==> src/decode_pkg.sv <==
`default_nettype none

package decode_pkg;

    // accumulator states
    // collect absorbs prefixes, emit holds a record for the consumer
    typedef enum logic [1:0] {
        st_collect,
        st_emit
    } accum_state_e;

    // prefix count field width
    localparam int count_w = 4;

    // count saturates here, longer prefix runs still report 15
    localparam logic [count_w-1:0] count_max = 4'd15;

endpackage

`default_nettype wire

==> src/x86_prefix_pkg.sv <==
`default_nettype none

package x86_prefix_pkg;

    // rep prefix, only F3 is decoded here
    localparam logic [7:0] prefix_rep = 8'hF3;

    // segment override prefixes
    localparam logic [7:0] prefix_seg_cs = 8'h2E;
    localparam logic [7:0] prefix_seg_ss = 8'h36;
    localparam logic [7:0] prefix_seg_ds = 8'h3E;
    localparam logic [7:0] prefix_seg_es = 8'h26;
    localparam logic [7:0] prefix_seg_fs = 8'h64;
    localparam logic [7:0] prefix_seg_gs = 8'h65;

    // operand-size override
    localparam logic [7:0] prefix_opsize = 8'h66;

    // one-hot segment match vector
    // bit 0 cs, 1 ss, 2 ds, 3 es, 4 fs, 5 gs
    localparam int seg_onehot_w = 6;

    // encoded segment override carried in the record
    // seg_none when no segment prefix was seen
    typedef enum logic [2:0] {
        seg_none,
        seg_cs,
        seg_ss,
        seg_ds,
        seg_es,
        seg_fs,
        seg_gs
    } seg_e;

endpackage

`default_nettype wire
==> src/byte_stage_if.sv <==
`timescale 1ns/1ps
`default_nettype none

interface byte_stage_if import x86_prefix_pkg::*; ();

    // handshake
    logic valid;
    logic ready;

    // raw instruction byte
    logic [7:0] data;

    // classification, low on the raw link
    logic is_rep;
    logic [seg_onehot_w-1:0] seg_match;
    logic is_opsize;

    // producer side
    modport source (
        output valid,
        output data,
        output is_rep,
        output seg_match,
        output is_opsize,
        input  ready
    );

    // consumer side
    modport sink (
        input  valid,
        input  data,
        input  is_rep,
        input  seg_match,
        input  is_opsize,
        output ready
    );

endinterface

`default_nettype wire

==> src/byte_intake.sv <==
`timescale 1ns/1ps
`default_nettype none

module byte_intake (
    input  wire        clk,
    input  wire        reset,
    input  wire        wb_cyc,
    input  wire        wb_stb,
    input  wire        wb_we,
    input  wire  [7:0] wb_dat,
    output logic       wb_ack,
    byte_stage_if.source raw
);

    // one-entry buffer
    logic       full;
    logic [7:0] buf_data;
    logic       capture;

    // write strobe taken when the buffer is free or draining this cycle
    // the ack cycle itself never captures, one write per bus cycle
    assign capture = wb_cyc && wb_stb && wb_we && !wb_ack && (!full || raw.ready);

    always_ff @(posedge clk) begin
        if (reset) begin
            full   <= 1'b0;
            wb_ack <= 1'b0;
        end else begin
            // registered ack, single cycle after capture
            wb_ack <= capture;
            if (capture) begin
                full <= 1'b1;
            end else if (raw.ready) begin
                // buffered byte moved downstream
                full <= 1'b0;
            end
        end
    end

    // payload only, no reset needed
    always_ff @(posedge clk) begin
        if (capture) begin
            buf_data <= wb_dat;
        end
    end

    // valid follows the buffer flag
    assign raw.valid = full;
    assign raw.data  = buf_data;

    // not classified yet
    assign raw.is_rep    = 1'b0;
    assign raw.seg_match = '0;
    assign raw.is_opsize = 1'b0;

endmodule

`default_nettype wire

==> src/prefix_accum.sv <==
`timescale 1ns/1ps
`default_nettype none

module prefix_accum import x86_prefix_pkg::*, decode_pkg::*; (
    input  wire                clk,
    input  wire                reset,
    input  wire                out_ready,
    byte_stage_if.sink         cls,
    output logic               out_valid,
    output logic               out_rep,
    output seg_e               out_seg,
    output logic               out_opsize,
    output logic [count_w-1:0] out_count,
    output logic [7:0]         out_opcode
);

    accum_state_e       state;

    // prefixes seen so far for the current instruction
    logic               rep_acc;
    logic               opsize_acc;
    seg_e               seg_acc;
    logic [count_w-1:0] cnt_acc;

    logic               take;
    logic               is_prefix;

    // one-hot match to encoded segment
    function automatic seg_e onehot_to_seg(input logic [seg_onehot_w-1:0] m);
        seg_e s;
        s = seg_none;
        if (m[0]) s = seg_cs;
        else if (m[1]) s = seg_ss;
        else if (m[2]) s = seg_ds;
        else if (m[3]) s = seg_es;
        else if (m[4]) s = seg_fs;
        else if (m[5]) s = seg_gs;
        return s;
    endfunction

    // held record blocks input until the consumer takes it
    assign cls.ready = (state == st_collect) || out_ready;
    assign take      = cls.valid && cls.ready;
    assign is_prefix = cls.is_rep || cls.is_opsize || (|cls.seg_match);
    assign out_valid = (state == st_emit);

    always_ff @(posedge clk) begin
        if (reset) begin
            state      <= st_collect;
            rep_acc    <= 1'b0;
            opsize_acc <= 1'b0;
            seg_acc    <= seg_none;
            cnt_acc    <= '0;
        end else begin
            // record handed off
            if (out_valid && out_ready) begin
                state <= st_collect;
            end
            if (take) begin
                if (is_prefix) begin
                    // sticky flags
                    if (cls.is_rep) rep_acc <= 1'b1;
                    if (cls.is_opsize) opsize_acc <= 1'b1;
                    // last segment override wins
                    if (|cls.seg_match) seg_acc <= onehot_to_seg(cls.seg_match);
                    // saturating count
                    if (cnt_acc != count_max) cnt_acc <= cnt_acc + count_w'(1);
                end else begin
                    // opcode byte ends the instruction
                    state      <= st_emit;
                    rep_acc    <= 1'b0;
                    opsize_acc <= 1'b0;
                    seg_acc    <= seg_none;
                    cnt_acc    <= '0;
                end
            end
        end
    end

    // record payload, loaded on the opcode byte
    always_ff @(posedge clk) begin
        if (take && !is_prefix) begin
            out_rep    <= rep_acc;
            out_seg    <= seg_acc;
            out_opsize <= opsize_acc;
            out_count  <= cnt_acc;
            out_opcode <= cls.data;
        end
    end

endmodule

`default_nettype wire

==> src/prefix_cmp.sv <==
`timescale 1ns/1ps
`default_nettype none

module prefix_cmp import x86_prefix_pkg::*; (
    input wire clk,
    input wire reset,
    byte_stage_if.sink   raw,
    byte_stage_if.source cls
);

    // equality matches against the known codes, all in parallel
    logic                    rep_hit;
    logic [seg_onehot_w-1:0] seg_hit;
    logic                    opsize_hit;

    // output register
    logic                    valid_q;
    logic [7:0]              data_q;
    logic                    rep_q;
    logic [seg_onehot_w-1:0] seg_q;
    logic                    opsize_q;
    logic                    take;

    always_comb begin
        rep_hit    = (raw.data == prefix_rep);
        // bit order cs ss ds es fs gs
        seg_hit[0] = (raw.data == prefix_seg_cs);
        seg_hit[1] = (raw.data == prefix_seg_ss);
        seg_hit[2] = (raw.data == prefix_seg_ds);
        seg_hit[3] = (raw.data == prefix_seg_es);
        seg_hit[4] = (raw.data == prefix_seg_fs);
        seg_hit[5] = (raw.data == prefix_seg_gs);
        opsize_hit = (raw.data == prefix_opsize);
    end

    // accept when empty or being drained
    assign raw.ready = !valid_q || cls.ready;
    assign take      = raw.valid && raw.ready;

    always_ff @(posedge clk) begin
        if (reset) begin
            valid_q <= 1'b0;
        end else if (take) begin
            valid_q <= 1'b1;
        end else if (cls.ready) begin
            valid_q <= 1'b0;
        end
    end

    // byte and its match flags
    always_ff @(posedge clk) begin
        if (take) begin
            data_q   <= raw.data;
            rep_q    <= rep_hit;
            seg_q    <= seg_hit;
            opsize_q <= opsize_hit;
        end
    end

    assign cls.valid     = valid_q;
    assign cls.data      = data_q;
    assign cls.is_rep    = rep_q;
    assign cls.seg_match = seg_q;
    assign cls.is_opsize = opsize_q;

endmodule

`default_nettype wire

==> src/prefix_decode_top.sv <==
`timescale 1ns/1ps
`default_nettype none

module prefix_decode_top import x86_prefix_pkg::*, decode_pkg::*; (
    input  wire                clk,
    input  wire                reset,
    // wishbone classic slave, write only
    input  wire                wb_cyc,
    input  wire                wb_stb,
    input  wire                wb_we,
    input  wire  [7:0]         wb_dat,
    output logic               wb_ack,
    // decoded prefix record
    output logic               out_valid,
    input  wire                out_ready,
    output logic               out_rep,
    output seg_e               out_seg,
    output logic               out_opsize,
    output logic [count_w-1:0] out_count,
    output logic [7:0]         out_opcode
);

    // intake to comparator
    byte_stage_if s_raw ();
    // comparator to accumulator
    byte_stage_if s_cls ();

    // bus write buffer
    byte_intake byte_intake_i (
        .clk    (clk),
        .reset  (reset),
        .wb_cyc (wb_cyc),
        .wb_stb (wb_stb),
        .wb_we  (wb_we),
        .wb_dat (wb_dat),
        .wb_ack (wb_ack),
        .raw    (s_raw.source)
    );

    // registered prefix match
    prefix_cmp prefix_cmp_i (
        .clk   (clk),
        .reset (reset),
        .raw   (s_raw.sink),
        .cls   (s_cls.source)
    );

    // record builder
    prefix_accum prefix_accum_i (
        .clk        (clk),
        .reset      (reset),
        .out_ready  (out_ready),
        .cls        (s_cls.sink),
        .out_valid  (out_valid),
        .out_rep    (out_rep),
        .out_seg    (out_seg),
        .out_opsize (out_opsize),
        .out_count  (out_count),
        .out_opcode (out_opcode)
    );

endmodule

`default_nettype wire

==> config.mk <==
export PLATFORM = sky130hd
export DESIGN_NAME = prefix_decode_top
export DESIGN_NICKNAME = d
export VERILOG_FILES = /design/src/decode_pkg.sv /design/src/x86_prefix_pkg.sv /design/src/byte_stage_if.sv /design/src/byte_intake.sv /design/src/prefix_accum.sv /design/src/prefix_cmp.sv /design/src/prefix_decode_top.sv
export SDC_FILE = /design/constraint.sdc
export NUM_CORES = 1
export LEC_CHECK = 0
export BUFFER_PORTS_ARGS = -buffer_cell sky130_fd_sc_hd__buf_2
export CAP_MARGIN = 20
export CORE_ASPECT_RATIO = 1.4
export CORE_UTILIZATION = 53
export DETAILED_ROUTE_END_ITERATION = 12
export PLACE_DENSITY = 0.78
export SYNTH_ARGS = -nofsm -noshare
export SYNTH_HDL_FRONTEND = slang
export SYNTH_SLANG_ARGS = --single-unit
==> constraint.sdc <==
create_clock -name clk -period 2.3 [get_ports clk]
set_clock_uncertainty 0.15 [all_clocks]
set_input_delay 0.46 -clock clk [delete_from_list [all_inputs] [get_ports clk]]
set_output_delay 0.46 -clock clk [all_outputs]
set_load 0.005 [all_outputs]
==> metrics.md <==
| Metric | Value |
|---|---|
| Peak VDD IR | 0.597 mV |
| Final nets | 194 |
| Initial antenna violation count | 0 |
| Commonest non-fill, non-tap cells in the layout | edfxtp_1, buf_2, dfxtp_1 |
| Skew-Pair Late Insertion Delay | 310 ps |
| Antenna Nets Post-Route | 0 |
| Post-Syn Nets | 155 |
| Chip height | 75.6 microns |
| Pre-CTS WS | 92.1 ps |
| Vias in the first global route | 1195 |
| Clock slew at reported path FFs | 100 ps |
| Vias per inst | 5.57 |
| Syn Area/Cell | 14.6 sq um |
| Critical path class | register to register |
| Arr. time, crit path | 1750 ps |
| CTS buffer count | 5 |
| Most common cell after layout, fill and taps aside | edfxtp_1 |
| Max Freq | 519 MHz |
| Fin. Hold Viols | 0 |
| Final GP Congestion | 0.899 |
| Synth Warn # | 0 |
| Leakage | 0.815 nW |
| Reg-to-reg slack, setup | 370 ps |
| Sum Neg Setup Slack | 0 ps |
| Startpoint Class | register |
| Outcome | finished, final reports clean |
| Initial DRC count | 37 |
| Post-Synthesis Cells | 140 |
| Seq/Total Area, Yosys | 73.7% |
| Hold crit path type | primary input to register |
| Worst-case clock buffer depth | 2 |
| Worst Path Required | 2130 ps |
| Multiplexer share of the synthesized area | 0.488% |
| Final Critical Period | 1930 ps |
| Die area | 0.00412 sq mm |
| Die width | 54.6 microns |
| Sink Count | 55 |
| I/O Buffers | 32 |
| Synth Area in Adders | 0.611% |
| Starting Density | 55.8% |
| First-pass DRT Iterations | 4 |
| Hold_sp | wb_dat[6] |
| CTS Hold Buffers Added | 0 |
| H-tree depth | 2 |
| Max-cap violation count | 0 |
| Complex-gate fraction of the synthesized area | 7.69% |
| Pin count of the biggest net entering global routing | 20 |
| Hold Crit Endpoint | byte_intake_i.raw.data[6] |
| Worst r2r src | prefix_cmp_i.cls.seg_match[4] |
| Post-CTS setup buffers | 0 |
| RSZ-0062 raised after global routing | false |
| Synthesis-stage register bit count | 55 |
| Crit Path Max Fanout | 19 |
| Core Area | 0.00368 sq mm |
| Hold Path Stages | 1 |
| Largest family of logic cells by synthesized area | simple AND/OR/NAND/NOR gates |
| Power Density | 693 mW/mm^2 |
| Share of layout cells above drive strength 1 | 28.3% |
| TritonCTS clock tree | done |
| Crit path capture type | register |
| Total Wirelength | 3.07 mm |
| Grt ovf | 0 |
| Post-DP HPWL | 2.24 mm |
| Wire per inst | 13.8 microns |
| # DRC | 0 |
| Period utilization | 83.7% |
| Setup ws final | 375 ps |
| Slew margin rel. | 49.6% |
| Area Growth Syn to Fin | 14.7% |
| Synth Cell Area | 0.00205 sq mm |
| Xor and xnor area share after synthesis | 0.427% |
| ANT cells | 0 |
| Global-route wire length before repair | 5.00 mm |
| Total Routing Usage GR | 17.7% |
| Worst-Margin Slew | 756 ps |
| FF-to-FF End | prefix_accum_i.out_opcode[2] |
| Post-synth cell types | 37 |
| Post-CTS resize count | 0 |
| Slew Viols, Final | 0 |
| Root buf cell | clkbuf_8 |
| Via Count | 1236 |
| Worst reg2reg path depth | 4 |
| I/O pins | 33 |
| Final count of negative-setup-slack endpoints | 0 |
| Post-Synth Simple-Gate Area | 15.4% |
| Row cnt | 26 |
[final cells by class]
class	instances	area, sq um
Clock buffer	5	68.8
Clock inverter	3	20.0
Fill cell	279	1330
Inverter	5	18.8
Multi-Input combinational cell	78	504
Sequential cell	55	1510
Tap cell	42	52.6
Timing Repair Buffer	34	175
[metrics by stage]
step	std cells	instance area (sq um)	power, mW	utilization (%)	hold slack, ps
after global routing	222	2350	1.67	64.0	155
after global placement	213	2250	1.14	61.3	256
after detailed placement	213	2250	1.14	61.3	255
after CTS	221	2340	1.63	63.8	166
final	222	2350	1.63	64.0	167
after floorplan	140	2050	1.12	-	250
[per-layer routing]
metal  wire length (microns)  global-route usage, %  up-vias
met4                      68                   12.8        0
met5                       0                      0        -
li1                        -                      -      602
met2                    1660                   30.4       52
met1                    1160                   17.1      575
met3                     183                   6.19        7
[registers in the layout, summed over array words and instances, names as in the netlist]
| register | flops |
|---|---|
| prefix_accum_i.seg_acc | 3 |
| prefix_accum_i.state | 2 |
| prefix_cmp_i.cls.is_rep | 1 |
| byte_intake_i.wb_ack | 1 |
| byte_intake_i.raw.valid | 1 |
| prefix_accum_i.out_seg | 3 |
| prefix_accum_i.opsize_acc | 1 |
| prefix_cmp_i.cls.seg_match | 6 |
| prefix_accum_i.out_count | 4 |
| prefix_cmp_i.cls.is_opsize | 1 |
| prefix_accum_i.rep_acc | 1 |
| prefix_accum_i.out_opsize | 1 |
| prefix_accum_i.out_opcode | 8 |
| byte_intake_i.raw.data | 8 |
| prefix_cmp_i.cls.valid | 1 |
| prefix_accum_i.out_rep | 1 |
| prefix_cmp_i.cls.data | 8 |
| prefix_accum_i.cnt_acc | 4 |
[where the power goes]
part | internal, mW | switching, mW | total, mW | leakage (nW)
registers | 1.07 | 0.0116 | 1.08 | 0.469
logic | 0.0166 | 0.0181 | 0.0347 | 0.307
clock network | 0.212 | 0.300 | 0.512 | 0.0402
total | 1.30 | 0.329 | 1.63 | 0.815
[synthesized netlist by cell type]
cell        n  area share, %
and3_4      1           0.55
dfxtp_1    14             14
a22o_1      2           0.85
nor4b_1     1           0.43
o21bai_4    1           0.92
nand2b_1    6            1.8
nor3_1      4           0.98
inv_1       4           0.73
nor2_1     13            2.4
and2_4      1           0.43
inv_2       1           0.18
and3_1      1           0.31
buf_6       1           0.55
edfxtp_1   41             60
and2_1      1           0.31
nand2_2     1           0.31
o22ai_1     2           0.61
mux2i_1     1           0.49
a21oi_2     2           0.85
o21ai_0     2           0.49
nand4b_1    1           0.43
a211o_1     1           0.43
nand2_1     5           0.92
xor2_1      1           0.43
ha_1        1           0.61
nand4_1     4            1.2
nor4_1      2           0.61
nor3b_1     2           0.73
nor4_4      1            1.0
nand3_1     4           0.98
nor2b_1     4            1.2
a21oi_1     8            2.0
a2bb2oi_1   1           0.43
clkbuf_1    1           0.18
nand3b_1    2           0.73
a2111oi_2   1           0.73
o311ai_0    1           0.43
[worst max-delay path, stage by stage (launching register included)]
cell and delay (ps):
edfxtp_1 490, nor4_4 330, and3_4 250, nand2_2 70, inv_2 290
[worst max-delay path by stage]
stage	from	end	slack (ps)	depth (start not counted)
floorplan	out_ready	prefix_cmp_i.cls.data[0]	340	3
global placement	out_ready	prefix_cmp_i.cls.data[7]	140	4
detailed placement	out_ready	prefix_cmp_i.cls.data[2]	90	4
CTS	prefix_accum_i.state[1]	prefix_cmp_i.cls.data[1]	240	3
global route	prefix_accum_i.state[1]	byte_intake_i.raw.data[4]	240	4
finish	prefix_cmp_i.cls.seg_match[4]	prefix_accum_i.out_opcode[2]	370	4
[cells by family (layout without fill, tap and decap cells)]
logic type / count (synthesis) / count (layout)
adder cells (fa/ha/maj): 1 / 1
flip-flops: 55 / 55
buffers and inverters: 7 / 47
multiplexers: 1 / 1
AO/OA/AOI/OAI: 21 / 21
AND/OR/NAND/NOR: 54 / 54
XOR/XNOR: 1 / 1
(Power assumes the default switching activity.)
